**config.mk**
```make
export PLATFORM = sky130hd
export DESIGN_NAME = dummy_insert_top
export DESIGN_NICKNAME = d
export VERILOG_FILES = /design/src/rtl/dummy_pkg.sv /design/src/rtl/rand_if.sv /design/src/rtl/secure_lfsr.sv /design/src/rtl/dummy_scheduler.sv /design/src/rtl/dummy_issue.sv /design/src/rtl/dummy_insert_top.sv
export VERILOG_INCLUDE_DIRS = /design/src /design/src/rtl
export SDC_FILE = /design/constraint.sdc
export NUM_CORES = 1
export LEC_CHECK = 0
export ABC_AREA = 1
export BUFFER_PORTS_ARGS = -buffer_cell sky130_fd_sc_hd__clkbuf_2
export CAP_MARGIN = 5
export CORE_AREA = 2 2 126 128
export CTS_CLUSTER_SIZE = 14
export DETAILED_ROUTE_END_ITERATION = 6
export DIE_AREA = 0 0 128 130
export PLACE_DENSITY = 0.7
export SYNTH_ARGS = -nofsm -noshare
export SYNTH_HDL_FRONTEND = slang
export SYNTH_SLANG_ARGS = --single-unit
```
**constraint.sdc**
```tcl
create_clock -name clk_i -period 6.5 [get_ports clk_i]
set_input_delay 0.975 -clock clk_i [delete_from_list [all_inputs] [get_ports clk_i]]
set_output_delay 0.975 -clock clk_i [all_outputs]
set_load 0.03 [all_outputs]
```
**src/rtl/dummy_defines.svh**
```systemverilog
// Dummy instruction inserter constants
// Instruction encodings, default LFSR seeds and Galois feedback masks

`ifndef DUMMY_DEFINES_SVH
`define DUMMY_DEFINES_SVH

// Instruction and LFSR width
`define XLEN 32

// RISC-V major opcodes used by the dummies
`define OPCODE_OP     7'b0110011
`define OPCODE_BRANCH 7'b1100011

// funct3 codes, ADD and MUL share a value and differ in funct7
`define FUNCT3_ADD  3'b000
`define FUNCT3_AND  3'b111
`define FUNCT3_MUL  3'b000
`define FUNCT3_BLTU 3'b110

`define FUNCT7_ADD_AND 7'b0000000
`define FUNCT7_MUL     7'b0000001

`define REG_X0 5'b00000

// Default seeds, all nonzero so a lockup always recovers to a live state
`define LFSR0_SEED 32'hACE1_2B5D
`define LFSR1_SEED 32'h5A3C_96E1
`define LFSR2_SEED 32'h1F0E_7C43

// Right-shift Galois masks for maximal-length polynomials of degree 32
`define LFSR0_TAPS 32'h8020_0003
`define LFSR1_TAPS 32'hA300_0000
`define LFSR2_TAPS 32'hD000_0001

`endif

```
**src/rtl/dummy_pkg.sv**
```systemverilog
// Dummy instruction inserter types
// Dummy kind encoding, instruction field layouts and the gap range helper

`default_nettype none

package dummy_pkg;

  `include "dummy_defines.svh"

  typedef enum logic [1:0] {
    DUMMY_ADD  = 2'd0,
    DUMMY_AND  = 2'd1,
    DUMMY_MUL  = 2'd2,
    DUMMY_BLTU = 2'd3
  } dummy_kind_e;

  typedef struct packed {
    logic [6:0] funct7;
    logic [4:0] rs2;
    logic [4:0] rs1;
    logic [2:0] funct3;
    logic [4:0] rd;
    logic [6:0] opcode;
  } r_instr_t;

  // imm_hi holds imm[12|10:5] and imm_lo holds imm[4:1|11]
  typedef struct packed {
    logic [6:0] imm_hi;
    logic [4:0] rs2;
    logic [4:0] rs1;
    logic [2:0] funct3;
    logic [4:0] imm_lo;
    logic [6:0] opcode;
  } b_instr_t;

  // One instruction word seen as either an R-type or a B-type layout
  typedef union packed {
    r_instr_t r;
    b_instr_t b;
  } instr_u;

  // Mask of the lfsr1 bits that form the gap, set by the frequency range
  function automatic logic [5:0] gap_mask(input logic [3:0] freq);
    logic [5:0] mask;
    if (freq[3]) begin
      mask = 6'h3f;
    end else if (freq[2]) begin
      mask = 6'h1f;
    end else if (freq[1]) begin
      mask = 6'h0f;
    end else if (freq[0]) begin
      mask = 6'h07;
    end else begin
      mask = 6'h03;
    end
    return mask;
  endfunction

endpackage

`default_nettype wire

```
**src/rtl/rand_if.sv**
```systemverilog
// Random value bundle
// Carries the three LFSR values and the shared advance strobe

`timescale 1ns/1ps
`default_nettype none

`include "dummy_defines.svh"

interface rand_if;

  logic [`XLEN-1:0] lfsr0;
  logic [`XLEN-1:0] lfsr1;
  logic [`XLEN-1:0] lfsr2;

  // High in the cycle a dummy is issued, steps all three LFSRs
  logic             advance;

  // Issue stage needs the kind and the source registers
  modport issue (
    output advance,
    input  lfsr0,
    input  lfsr2
  );

  // Scheduler needs the gap value and sees when a dummy goes out
  modport sched (
    input advance,
    input lfsr1
  );

endinterface

`default_nettype wire

```
**src/rtl/secure_lfsr.sv**
```systemverilog
// Seedable LFSR
// Galois LFSR that steps on advance, accepts a new seed, and falls back
// to its default seed whenever the next state would be zero

`timescale 1ns/1ps
`default_nettype none

`include "dummy_defines.svh"

module secure_lfsr #(
  parameter logic [`XLEN-1:0] SEED = `LFSR0_SEED,
  parameter logic [`XLEN-1:0] TAPS = `LFSR0_TAPS
) (
  input  wire logic             clk_i,
  input  wire logic             rst_ni,
  input  wire logic             advance,
  input  wire logic             seed_we,
  input  wire logic [`XLEN-1:0] seed_wdata,
  output logic      [`XLEN-1:0] value
);

  logic [`XLEN-1:0] state_q;
  logic [`XLEN-1:0] state_d;
  logic [`XLEN-1:0] step;

  // One Galois step, the bit shifted out decides the feedback
  always_comb begin
    step = state_q >> 1;
    if (state_q[0]) begin
      step = step ^ TAPS;
    end
  end

  // A seed write wins over stepping
  always_comb begin
    state_d = state_q;
    if (seed_we) begin
      state_d = seed_wdata;
    end else if (advance) begin
      state_d = step;
    end

    // Zero is the lockup state of an LFSR
    if (state_d == '0) begin
      state_d = SEED;
    end
  end

  always_ff @(posedge clk_i) begin
    if (!rst_ni) begin
      state_q <= SEED;
    end else begin
      state_q <= state_d;
    end
  end

  assign value = state_q;

  a_value_nonzero: assert property (
    @(posedge clk_i) disable iff (!rst_ni)
    value != '0
  ) else $error("LFSR reached the all-zero lockup state");

endmodule

`default_nettype wire

```
**src/rtl/dummy_scheduler.sv**
```systemverilog
// Dummy scheduler
// Counts accepted normal instructions and flags a dummy as due once the
// count reaches a random gap drawn from lfsr1

`timescale 1ns/1ps
`default_nettype none

module dummy_scheduler (
  input  wire logic       clk_i,
  input  wire logic       rst_ni,
  input  wire logic       dummy_en,
  input  wire logic [3:0] dummy_freq,
  input  wire logic       in_valid,
  input  wire logic       in_ready,
  rand_if.sched           rnd,
  output logic            dummy_due
);

  import dummy_pkg::*;

  localparam logic [6:0] COUNT_MAX = 7'd64;

  logic [6:0] count_q;
  logic [5:0] mask;
  logic [6:0] gap;
  logic       in_fire;

  // in_ready is low whenever a dummy is taken, so only normal
  // instructions are counted here
  assign in_fire = in_valid && in_ready;

  // Gap lies in 1..N where N is 4, 8, 16, 32 or 64
  assign mask = gap_mask(dummy_freq);
  assign gap  = {1'b0, rnd.lfsr1[5:0] & mask} + 7'd1;

  always_ff @(posedge clk_i) begin
    if (!rst_ni) begin
      count_q <= '0;
    end else if (rnd.advance || !dummy_en) begin
      count_q <= '0;
    end else if (in_fire && (count_q != COUNT_MAX)) begin
      count_q <= count_q + 7'd1;
    end
  end

  assign dummy_due = dummy_en && (count_q >= gap);

  // Gap never exceeds 64, so a due dummy must clear the count first
  a_count_bounded: assert property (
    @(posedge clk_i) disable iff (!rst_ni)
    count_q <= COUNT_MAX
  ) else $error("Normal instruction count went past 64");

endmodule

`default_nettype wire

```
**src/rtl/dummy_issue.sv**
```systemverilog
// Dummy issue stage
// Output register of the fetch stream, loads either the incoming
// instruction or a freshly encoded dummy when one is due

`timescale 1ns/1ps
`default_nettype none

`include "dummy_defines.svh"

module dummy_issue (
  input  wire logic             clk_i,
  input  wire logic             rst_ni,
  input  wire logic             in_valid,
  input  wire logic [`XLEN-1:0] in_instr,
  output logic                  in_ready,
  input  wire logic             dummy_due,
  rand_if.issue                 rnd,
  output logic                  out_valid,
  output logic                  out_dummy,
  output logic      [`XLEN-1:0] out_instr,
  input  wire logic             out_ready
);

  import dummy_pkg::*;

  logic        active_q;
  logic        out_valid_q;
  logic        out_dummy_q;
  logic [`XLEN-1:0] out_instr_q;
  logic        load;
  dummy_kind_e kind;
  instr_u      dummy_word;

  // Stage can take a new word when empty or when the current one leaves
  // active_q keeps the handshake quiet until the cycle after reset
  assign load        = active_q && (!out_valid_q || out_ready);
  assign rnd.advance = load && dummy_due;
  assign in_ready    = load && !dummy_due;

  assign kind = dummy_kind_e'(rnd.lfsr0[1:0]);

  always_comb begin
    dummy_word = '0;
    case (kind)
      DUMMY_BLTU: begin
        // Branch offset zero so the dummy falls through either way
        dummy_word.b.imm_hi = '0;
        dummy_word.b.rs2    = rnd.lfsr2[9:5];
        dummy_word.b.rs1    = rnd.lfsr2[4:0];
        dummy_word.b.funct3 = `FUNCT3_BLTU;
        dummy_word.b.imm_lo = '0;
        dummy_word.b.opcode = `OPCODE_BRANCH;
      end
      default: begin
        dummy_word.r.funct7 = (kind == DUMMY_MUL) ? `FUNCT7_MUL : `FUNCT7_ADD_AND;
        dummy_word.r.rs2    = rnd.lfsr2[9:5];
        dummy_word.r.rs1    = rnd.lfsr2[4:0];
        // ADD and MUL share funct3 and differ only in funct7
        dummy_word.r.funct3 = (kind == DUMMY_AND) ? `FUNCT3_AND : `FUNCT3_ADD;
        dummy_word.r.rd     = `REG_X0;
        dummy_word.r.opcode = `OPCODE_OP;
      end
    endcase
  end

  always_ff @(posedge clk_i) begin
    if (!rst_ni) begin
      active_q    <= 1'b0;
      out_valid_q <= 1'b0;
    end else begin
      active_q <= 1'b1;
      if (load) begin
        out_valid_q <= rnd.advance || (in_valid && in_ready);
      end
    end
  end

  // Payload follows the valid decision above
  always_ff @(posedge clk_i) begin
    if (rnd.advance) begin
      out_instr_q <= dummy_word;
      out_dummy_q <= 1'b1;
    end else if (in_valid && in_ready) begin
      out_instr_q <= in_instr;
      out_dummy_q <= 1'b0;
    end
  end

  assign out_valid = out_valid_q;
  assign out_dummy = out_dummy_q;
  assign out_instr = out_instr_q;

  a_hold_under_backpressure: assert property (
    @(posedge clk_i) disable iff (!rst_ni)
    out_valid && !out_ready |=>
      out_valid && $stable(out_instr) && $stable(out_dummy)
  ) else $error("Output changed while blocked by out_ready");

endmodule

`default_nettype wire

```
**src/rtl/dummy_insert_top.sv**
```systemverilog
// Dummy instruction inserter top level
// Decodes seed writes and connects the three LFSRs, the scheduler and the
// issue stage around the fetch stream

`timescale 1ns/1ps
`default_nettype none

`include "dummy_defines.svh"

module dummy_insert_top (
  input  wire logic             clk_i,
  input  wire logic             rst_ni,
  input  wire logic             in_valid,
  input  wire logic [`XLEN-1:0] in_instr,
  output logic                  in_ready,
  output logic                  out_valid,
  output logic      [`XLEN-1:0] out_instr,
  output logic                  out_dummy,
  input  wire logic             out_ready,
  input  wire logic             dummy_en,
  input  wire logic [3:0]       dummy_freq,
  input  wire logic             seed_we,
  input  wire logic [1:0]       seed_sel,
  input  wire logic [`XLEN-1:0] seed_wdata
);

  rand_if rnd ();

  logic [2:0] lfsr_we;
  logic       dummy_due;

  // Select value 3 addresses no LFSR and is dropped
  always_comb begin
    lfsr_we = '0;
    case (seed_sel)
      2'd0:    lfsr_we[0] = seed_we;
      2'd1:    lfsr_we[1] = seed_we;
      2'd2:    lfsr_we[2] = seed_we;
      default: lfsr_we    = '0;
    endcase
  end

  secure_lfsr #(.SEED(`LFSR0_SEED), .TAPS(`LFSR0_TAPS)) u_lfsr0 (
    .clk_i, .rst_ni, .advance(rnd.advance), .seed_we(lfsr_we[0]),
    .seed_wdata, .value(rnd.lfsr0)
  );

  secure_lfsr #(.SEED(`LFSR1_SEED), .TAPS(`LFSR1_TAPS)) u_lfsr1 (
    .clk_i, .rst_ni, .advance(rnd.advance), .seed_we(lfsr_we[1]),
    .seed_wdata, .value(rnd.lfsr1)
  );

  secure_lfsr #(.SEED(`LFSR2_SEED), .TAPS(`LFSR2_TAPS)) u_lfsr2 (
    .clk_i, .rst_ni, .advance(rnd.advance), .seed_we(lfsr_we[2]),
    .seed_wdata, .value(rnd.lfsr2)
  );

  dummy_scheduler u_sched (
    .clk_i, .rst_ni, .dummy_en, .dummy_freq, .in_valid, .in_ready,
    .rnd(rnd.sched), .dummy_due
  );

  dummy_issue u_issue (
    .clk_i, .rst_ni, .in_valid, .in_instr, .in_ready, .dummy_due,
    .rnd(rnd.issue), .out_valid, .out_dummy, .out_instr, .out_ready
  );

endmodule

`default_nettype wire

```
# Word level (Yosys, flattened, before mapping)
# Index checks and enable logic that the tools add are counted.
dict set report op_classes {
  n_addsub 2
  order_cmp 1
  eq_ne 6
  n_mux 22
  n_bitwise 5
  reduce_logical 21
}
# op count
set op_table {}
lappend op_table {{32-bit two-way mux} 12}
lappend op_table {{32-bit logical NOT} 3}
lappend op_table {{6-bit two-way mux} 3}
lappend op_table {{3-bit inverter with 4-bit output} 3}
lappend op_table {{2-bit OR reduction} 4}
lappend op_table {{6-bit by 1-bit adder with 7-bit output (second input constant)} 1}
lappend op_table {{7-bit by 1-bit adder with 7-bit output (second input constant)} 1}
lappend op_table {{7-bit greater-or-equal comparator} 1}
lappend op_table {{7-bit != test (second input constant)} 1}
lappend op_table {{6-bit AND} 1}
lappend op_table {{2-bit equality test (second input constant)} 3}
lappend op_table {{1-bit logical AND} 6}
lappend op_table {{3-bit two-way mux} 2}
lappend op_table {{1-bit two-way mux} 5}
lappend op_table {{2-bit by 1-bit equality test with 1-bit output (second input constant)} 2}
lappend op_table {{1-bit logical NOT} 3}
lappend op_table {{1-bit logical OR} 3}
lappend op_table {{2-bit logical NOT} 1}
lappend op_table {{2-bit nonzero test} 1}
lappend op_table {{1-bit inverter} 1}
dict set report totals {
  regBits 138
  inputBits 76
}

# Depth between registers and ports, before layout
# Gate-level depths: netlist of run 1.
dict set report logic_depth {
  ltp_word 13
  mapped_depth 27
}

# By module
# Synthesis of run 1 repeated with hierarchy kept, for this count alone.
dict set report hier_totals {
  cells_unflattened 1056
  area_unflattened_um2 7287.0
}
# module instances cells_per_inst area_per_inst_um2 seq_area_each_um2
set by_module_without_submodules {}
lappend by_module_without_submodules {{secure_lfsr (u_lfsr0)} 1 275 1783.0 640.6}
lappend by_module_without_submodules {{secure_lfsr (u_lfsr2)} 1 263 1661.6 640.6}
lappend by_module_without_submodules {{secure_lfsr (u_lfsr1)} 1 262 1647.8 640.6}
lappend by_module_without_submodules {dummy_issue 1 136 1451.4 1021.0}
lappend by_module_without_submodules {dummy_scheduler 1 113 716.9 140.1}
lappend by_module_without_submodules {dummy_insert_top 1 7 26.3 0.0}

# Worst setup path before layout of run 1
# Ideal clock, no wire load.
dict set report synth_timing {
  kind {input to register}
  startpoint {input dummy_freq[1]}
  endpoint {register u_issue.out_valid_q (netlist: u_issue.out_valid)}
  arrival_ns 4.431
  slack_ns 1.948
  path_stages 19
  n_path_buf 3
  cell_sequence {or3_1 or2_2 nand2_1 inv_1 nand3_1 nor2_1 xor2_1 ha_1 nand2_1 inv_1 a21oi_1 nand3_2 nand3_1 buf_4 buf_2 buf_1 nand2_1 o21ai_0 inv_1}
}
dict set report synth_between {
  elab_chain_len 11
  elab_cells_between_ends 12
  classes_between {add/sub (1); order compare (1); mux (3); bitwise (1); reduce/logical (6)}
}
# item line_no
set synth_lines {}
lappend synth_lines {{start, declared} dummy_insert_top.sv:21} ;# input wire logic [3:0] dummy_freq,
lappend synth_lines {{6-bit two-way mux (*)} dummy_pkg.sv:49} ;# end else if (freq[1]) begin
lappend synth_lines {{6-bit two-way mux (*)} dummy_pkg.sv:47} ;# end else if (freq[2]) begin
lappend synth_lines {{6-bit two-way mux (*)} dummy_pkg.sv:45} ;# if (freq[3]) begin
lappend synth_lines {{6-bit AND (*)} dummy_scheduler.sv:34} ;# assign gap = {1'b0, rnd.lfsr1[5:0] & mask} + 7'd1;
lappend synth_lines {{6-bit by 1-bit adder with 7-bit output (*)} dummy_scheduler.sv:34}
lappend synth_lines {{7-bit greater-or-equal comparator (*)} dummy_scheduler.sv:46} ;# assign dummy_due = dummy_en && (count_q >= gap);
lappend synth_lines {{1-bit logical AND (*)} dummy_scheduler.sv:46}
lappend synth_lines {{1-bit logical NOT} dummy_issue.sv:38} ;# assign in_ready = load && !dummy_due;
lappend synth_lines {{1-bit logical AND} dummy_issue.sv:38}
lappend synth_lines {{1-bit logical AND} dummy_issue.sv:73} ;# out_valid_q <= rnd.advance || (in_valid && in_ready);
lappend synth_lines {{1-bit logical OR (*)} dummy_issue.sv:73}
lappend synth_lines {{end signal, assigned} dummy_issue.sv:73}
lappend synth_lines {{end, declared} dummy_issue.sv:27} ;# logic out_valid_q;
# Every way passes the cells marked *; elsewhere a longest branch is shown, timed or not.
# A chain may end at the register's enable or synchronous reset.

# Worst setup path after layout of run 1
dict set report layout_timing {
  startpoint {input dummy_freq[1]}
  endpoint {register u_lfsr2.state_q[31] (netlist: u_lfsr2.value[31])}
}
dict set report layout_between {
  elab_chain_len 12
}
# item line_no
set layout_lines {}
lappend layout_lines {{6-bit two-way mux (*)} dummy_pkg.sv:49}
lappend layout_lines {{6-bit two-way mux (*)} dummy_pkg.sv:47}
lappend layout_lines {{6-bit two-way mux (*)} dummy_pkg.sv:45}
lappend layout_lines {{6-bit AND (*)} dummy_scheduler.sv:34}
lappend layout_lines {{6-bit by 1-bit adder with 7-bit output (*)} dummy_scheduler.sv:34}
lappend layout_lines {{7-bit greater-or-equal comparator (*)} dummy_scheduler.sv:46}
lappend layout_lines {{1-bit logical AND (*)} dummy_scheduler.sv:46}
lappend layout_lines {{1-bit logical AND (*)} dummy_issue.sv:37} ;# assign rnd.advance = load && dummy_due;
lappend layout_lines {{32-bit two-way mux (*)} secure_lfsr.sv:39} ;# end else if (advance) begin
lappend layout_lines {{32-bit two-way mux (*)} secure_lfsr.sv:37} ;# if (seed_we) begin
lappend layout_lines {{32-bit logical NOT} secure_lfsr.sv:44} ;# if (state_d == '0) begin
lappend layout_lines {{2-bit OR reduction (no line)} n/a}
lappend layout_lines {{end signal, assigned} secure_lfsr.sv:53} ;# state_q <= state_d;
lappend layout_lines {{end, declared} secure_lfsr.sv:22} ;# logic [`XLEN-1:0] state_q;
# Marked as above.

==> results of run 1 <==
==> logic make-up (layout without fill, tap and decap cells) <==
family                     Yosys count  in the layout
AOI/OAI and AO/OA                   30             30
buffers and inverters              158            235
and+or+nand+nor                    753            753
adders and majority gates           13             13
xor gates and xnor gates            12             12
DFF                                138            138
==> Yosys cell counts <==
| cell type | instances | share of area [%] |
|---|---|---|
| a21oi_1 | 8 | 0.53 |
| buf_1 | 15 | 0.75 |
| buf_2 | 21 | 1.4 |
| buf_4 | 2 | 0.20 |
| buf_6 | 3 | 0.45 |
| clkbuf_1 | 35 | 1.8 |
| clkinv_1 | 1 | 0.050 |
| dfxtp_1 | 106 | 28 |
| edfxtp_1 | 32 | 13 |
| ha_1 | 13 | 2.2 |
| inv_1 | 77 | 3.9 |
| inv_2 | 4 | 0.20 |
| nand2_1 | 390 | 20 |
| nand2_2 | 6 | 0.50 |
| nand3_1 | 154 | 10 |
| nand3_2 | 1 | 0.13 |
| nand4_1 | 97 | 8.1 |
| nor2_1 | 88 | 4.4 |
| nor3_1 | 3 | 0.20 |
| nor3_4 | 2 | 0.43 |
| o21a_1 | 1 | 0.10 |
| o21ai_0 | 12 | 0.80 |
| o21ai_1 | 9 | 0.60 |
| or2_0 | 1 | 0.084 |
| or2_1 | 1 | 0.084 |
| or2_2 | 8 | 0.67 |
| or3_1 | 2 | 0.17 |
| xnor2_1 | 8 | 0.93 |
| xor2_1 | 4 | 0.47 |
==> where the power goes <==
part / internal [uW] / leakage, uW / switching (uW)
logic: 129 / 0.00279 / 288
clock network: 571 / 0.000281 / 405
registers: 945 / 0.00117 / 30.5
total: 1640 / 0.00424 / 723
==> worst min-delay path: cells and delay by family (launching register included) <==
kind | cells | cell delay, ns
DFF | 1 | 0.31
and+or+nand+nor | 2 | 0.10
==> how the worst max path moves through the flow <==
stage                  startpoint                 to  slack (ns)  cells after the start
floorplan           dummy_freq[1]  u_issue.out_valid        1.95                     19
global placement    dummy_freq[1]  u_lfsr2.value[30]        1.41                     25
detailed placement  dummy_freq[1]  u_lfsr2.value[31]        1.35                     25
CTS                 dummy_freq[1]  u_lfsr2.value[31]        1.80                     25
global route        dummy_freq[1]   u_lfsr2.value[5]        1.28                     26
finish              dummy_freq[1]  u_lfsr2.value[31]        1.77                     25
==> area by class of cell <==
type | instances | area share, %
Timing Repair Buffer | 121 | 7.76
Sequential cell | 138 | 35.5
Clock buffer | 17 | 4.90
Tap cell | 192 | 2.77
Clock inverter | 15 | 1.93
Multi-Input combinational cell | 808 | 43.6
Inverter | 82 | 3.55
==> state kept, by name, indices dropped and copies added (netlist names) <==
register and flops:
u_lfsr1.value 32, u_issue.out_instr 32, u_lfsr2.value 32, u_issue.out_dummy 1, u_sched.count_q 7, u_lfsr0.value 32
u_issue.out_valid 1, u_issue.active_q 1
==> layer usage <==
metal	global-route usage, %	share of wire (%)	vias to the layer above
li1	-	-	3765
met1	33.0	43	3439
met2	42.6	47	278
met3	4.96	7.1	47
met4	10.4	2.6	0
met5	0	0	-
==> per-stage QoR <==
stage,std cells,area [um2]
after floorplan,1104,7490
after global placement,1341,8090
after detailed placement,1341,8090
after CTS,1373,8680
after global routing,1373,8680
final,1373,8680
==> flow_summary.json, run 1 <==
{
  "status": "completed",
  "wl_per_cell_um": 15.3,
  "synth.net_count": 1193,
  "synth_top_family_by_area": "simple AND/OR/NAND/NOR gates",
  "grt_pass1_wl_mm": 33.9,
  "synth_simple_gate_area_share_pct": 44.6,
  "fin_util_pct": 56.3,
  "path_buf_inv": 4,
  "track_usage_pct": 25.6,
  "synth_seq_area_share_pct": 41.1,
  "grt_max_degree": 99,
  "worst_pin_slew_ns": 1.09,
  "path_delay_family": "simple AND/OR/NAND/NOR gates",
  "multiInputGateArea_mm2": 0.00378,
  "layout_common_cells": "390 x nand2_1, 153 x nand3_1, 109 x clkbuf_2",
  "slew_headroom_pct": 27.3,
  "dieArea_mm2": 0.0166,
  "rr_startpoint": "u_lfsr1.value[0]",
  "dp_hpwl_mm": 13.8,
  "total_power_uw": 2370,
  "num_rows": 46,
  "tns_ns": 0,
  "path_common_cell": "nand2_1",
  "ios": 111,
  "pre_cts_slack_ns": 1.35,
  "setup_ws_ns": 1.77,
  "synth_compound_area_share_pct": 2.04,
  "min_from": "u_issue.out_dummy",
  "h-tree-depth": 4,
  "gp_congestion": 0.887,
  "post-cts-setup-buffers": 0,
  "ctsHoldBuffers": 0,
  "fmax_mhz": 211,
  "setup_violations": 0,
  "rr_worst_depth": 20,
  "r2r_end": "u_lfsr2.value[31]",
  "port_buffers": 110,
  "syn_inst": 1104,
  "numCtsBuffers": 17,
  "path_clk_slew_ns": 0.06,
  "drt_first_iter_violations": 658,
  "avgSynthCellArea_um2": 6.79,
  "hold_class": "flop to flop",
  "peakVddDrop_mv": 0.183,
  "path_max_fanout": 62,
  "synth.area.mux_share_pct": 0,
  "die_y_um": 130,
  "firstDrtPassIters": 5,
  "rsz0062_at_grt": "no",
  "ctsResizeCount": 0,
  "hold_depth": 2,
  "remaining_drc_errors": 0,
  "start_kind": "input port",
  "cp.required_ns": 6.80,
  "clock_sinks": 138,
  "synth-xor-area-share_pct": 1.40,
  "cts_buffer_depth": 2,
  "grt_pass1_vias": 6855,
  "fp.dieW_um": 128,
  "finalHoldViolCount": 0,
  "fillerInstances": 1498,
  "p_leak_uw": 0.00424,
  "path_class": "input port to flop",
  "final_common_cell": "nand2_1",
  "final_nets": 1257,
  "synth-seq-cells": 138,
  "maxSlewViolCount": 0,
  "start_util_pct": 48.6,
  "cts_tree": "yes",
  "coreArea_mm2": 0.0154,
  "reg2reg_slack_ns": 2.18,
  "antenna_found_initial": 0,
  "wirelength_mm": 21.1,
  "hold_ws_ns": 0.447,
  "clock_skew_ns": 0.00669,
  "vias": 7529,
  "worst_path_max_delay_cell": "nand2_2",
  "critPathArrivalTime_ns": 5.03,
  "synth_cell_types": 29,
  "diodes": 0,
  "ant_nets": 0,
  "synth_warnings": 0,
  "worst_hold_path.endpoint": "u_issue.out_dummy",
  "cp-end-kind": "flop",
  "period_share_pct": 72.8,
  "worstSkewPairLatency_ns": 0.43,
  "ctsRootBufferMaster": "clkbuf_16",
  "cap_violations": 0,
  "avgViaCountPerCell": 5.48,
  "min_period_ns": 4.73,
  "synth_area_mm2": 0.00749,
  "max_stage_delay_ns": 0.41,
  "synth_fa_ha_area_share_pct": 2.17,
  "overflow": 0,
  "layout-drive-gt1-share_pct": 14.8,
  "area_delta_synth_final_pct": 15.8,
  "seq_area_mm2": 0.00308,
  "power_density_mw_per_mm2": 273
}
No activity file was read; power rests on OpenSTA's default activity.
==> inputs of run 2 (changes only) <==
==> constraint.sdc (replaced) <==
create_clock -name clk_i -period 4.9 [get_ports clk_i]
set_input_delay 0.735 -clock clk_i [delete_from_list [all_inputs] [get_ports clk_i]]
set_output_delay 0.735 -clock clk_i [all_outputs]
set_load 0.03 [all_outputs]
==> run 2 against run 1 <==
  * Count of clock-buffer cells in the layout is 2 higher
  * Largest cell class unchanged
  * Sequential cell count unchanged
  * First-iteration DRC count up 11%
  * Highest routed layer unchanged
==> flow_summary.json, run 2 (synthesis gave the netlist of run 1 again) <==
{
  "setup_ws_ns": 0.739,
  "drt_first_iter_violations": 733,
  "track_usage_pct": 26.0,
  "dp_hpwl_mm": 14.4,
  "start_util_pct": 48.6,
  "path_clk_slew_ns": 0.06,
  "cts_buffer_depth": 2,
  "ios": 111,
  "setup_violations": 0,
  "avgViaCountPerCell": 5.51,
  "critPathArrivalTime_ns": 3.43,
  "worstSkewPairLatency_ns": 0.42,
  "h-tree-depth": 4,
  "clock_sinks": 138,
  "diodes": 0,
  "maxSlewViolCount": 0,
  "status": "completed",
  "path_class": "input port to output pin",
  "power_density_mw_per_mm2": 371,
  "layout_common_cells": "390 x nand2_1, 153 x nand3_1, 109 x clkbuf_2",
  "reg2reg_slack_ns": 0.99,
  "rr_startpoint": "u_lfsr1.value[0]",
  "fmax_mhz": 240,
  "grt_max_degree": 78,
  "top_usage_layer": "met2",
  "met3_usage_pct": 4.02,
  "cp.required_ns": 4.16,
  "remaining_drc_errors": 0,
  "gp_congestion": 0.895,
  "final_common_cell": "nand2_1",
  "wirelength_mm": 21.5,
  "use_met2_pct": 43.0,
  "path_max_fanout": 20,
  "start_kind": "input port",
  "slew_headroom_pct": 46.1,
  "ctsRootBufferMaster": "clkbuf_16",
  "tns_ns": 0,
  "numCtsBuffers": 17,
  "area_delta_synth_final_pct": 17.2,
  "layout-drive-gt1-share_pct": 15.2,
  "period_share_pct": 84.9,
  "grt_pass1_vias": 6954,
  "min_period_ns": 4.16,
  "ctsHoldBuffers": 0,
  "overflow": 0,
  "cts_tree": "yes",
  "post-cts-setup-buffers": 0,
  "clock_skew_ns": 0.00824,
  "pre_cts_slack_ns": 0.352,
  "cap_violations": 0,
  "startpoint": "dummy_freq[1]",
  "vias": 7617,
  "final_nets": 1266,
  "grt_pass1_wl_mm": 34.3,
  "cp-end-kind": "output pin",
  "coreArea_mm2": 0.0154,
  "ant_nets": 0,
  "num_rows": 46,
  "p_leak_uw": 0.00430,
  "firstDrtPassIters": 6,
  "peakVddDrop_mv": 0.297,
  "worst_pin_slew_ns": 0.808,
  "rsz0062_at_grt": "no",
  "die_y_um": 130,
  "wl_per_cell_um": 15.5,
  "port_buffers": 110,
  "antenna_found_initial": 0,
  "ctsResizeCount": 0,
  "fp.dieW_um": 128,
  "dieArea_mm2": 0.0166,
  "rr_worst_depth": 20,
  "r2r_end": "u_lfsr0.value[5]",
  "worstSetupEndpoint": "in_ready",
  "hold_class": "flop to flop",
  "grtUsageMet1_pct": 33.2,
  "finalHoldViolCount": 0
}
## run 2: cell types whose count changed in the layout (fill, tap and decap cells not counted)
cell	previous run	this run
buf_12	3	2
buf_4	9	19
bufinv_16	2	5
clkbuf_1	0	1
clkbuf_8	0	1
clkinv_1	1	3
clkinv_2	0	2
clkinv_4	6	1
clkinvlp_2	1	0
clkinvlp_4	2	3
inv_6	4	0
## run 2: metrics by stage
stage               utilization (%)  cell area (um2)  total power, uW  std cells  hold slack, ns
floorplan                         -             7490             1710       1104           0.481
global placement               52.8             8140             1860       1350           0.436
detailed placement             52.8             8140             1870       1350           0.450
CTS                            56.9             8780             3260       1382           0.459
global route                   56.9             8780             3390       1382           0.473
finish                         56.9             8780             3260       1382           0.458
## run 2: layout make-up
class	count	area, um2
Clock buffer	19	443
Tap cell	192	240
Sequential cell	138	3080
Inverter	82	308
Multi-Input combinational cell	808	3780
Timing Repair Buffer	130	728
Clock inverter	13	199
Fill cell	1488	6640
## run 2: how the worst min path moves through the flow
| stage | startpoint | endpoint | cells past startpoint |
|---|---|---|---|
| finish | u_issue.out_dummy | u_issue.out_dummy | 2 |
| floorplan | u_sched.count_q[1] | u_sched.count_q[1] | 2 |
| detailed placement | u_issue.out_dummy | u_issue.out_dummy | 2 |
| global route | u_issue.out_dummy | u_issue.out_dummy | 2 |
| global placement | u_issue.out_dummy | u_issue.out_dummy | 2 |
| CTS | u_issue.out_dummy | u_issue.out_dummy | 2 |
## run 2: routing by layer
layer  wire length (um)  part of all wire (%)
met5                  0                     0
met4                709                   3.3
met3               1460                   6.8
met2              10300                    48
met1               9050                    42
## run 2: critical path, stage by stage
cell and delay (ns):
clkbuf_2 0.08, or3_1 0.37, or2_2 0.28, nand2_1 0.09
inv_1 0.06, nand3_1 0.10, nor2_1 0.06, xor2_1 0.15
ha_1 0.28, nand2_1 0.09, inv_1 0.06, a21oi_1 0.24
nand3_4 0.14, buf_4 0.23, nand2_1 0.08, nand2_1 0.08
inv_1 0.09, clkbuf_2 0.20
## run 2: report_power, final
group          switching (uW)  internal (uW)  total (uW)
clock                     495            911        1410
combinational             383            174         558
sequential               41.1           1250        1290
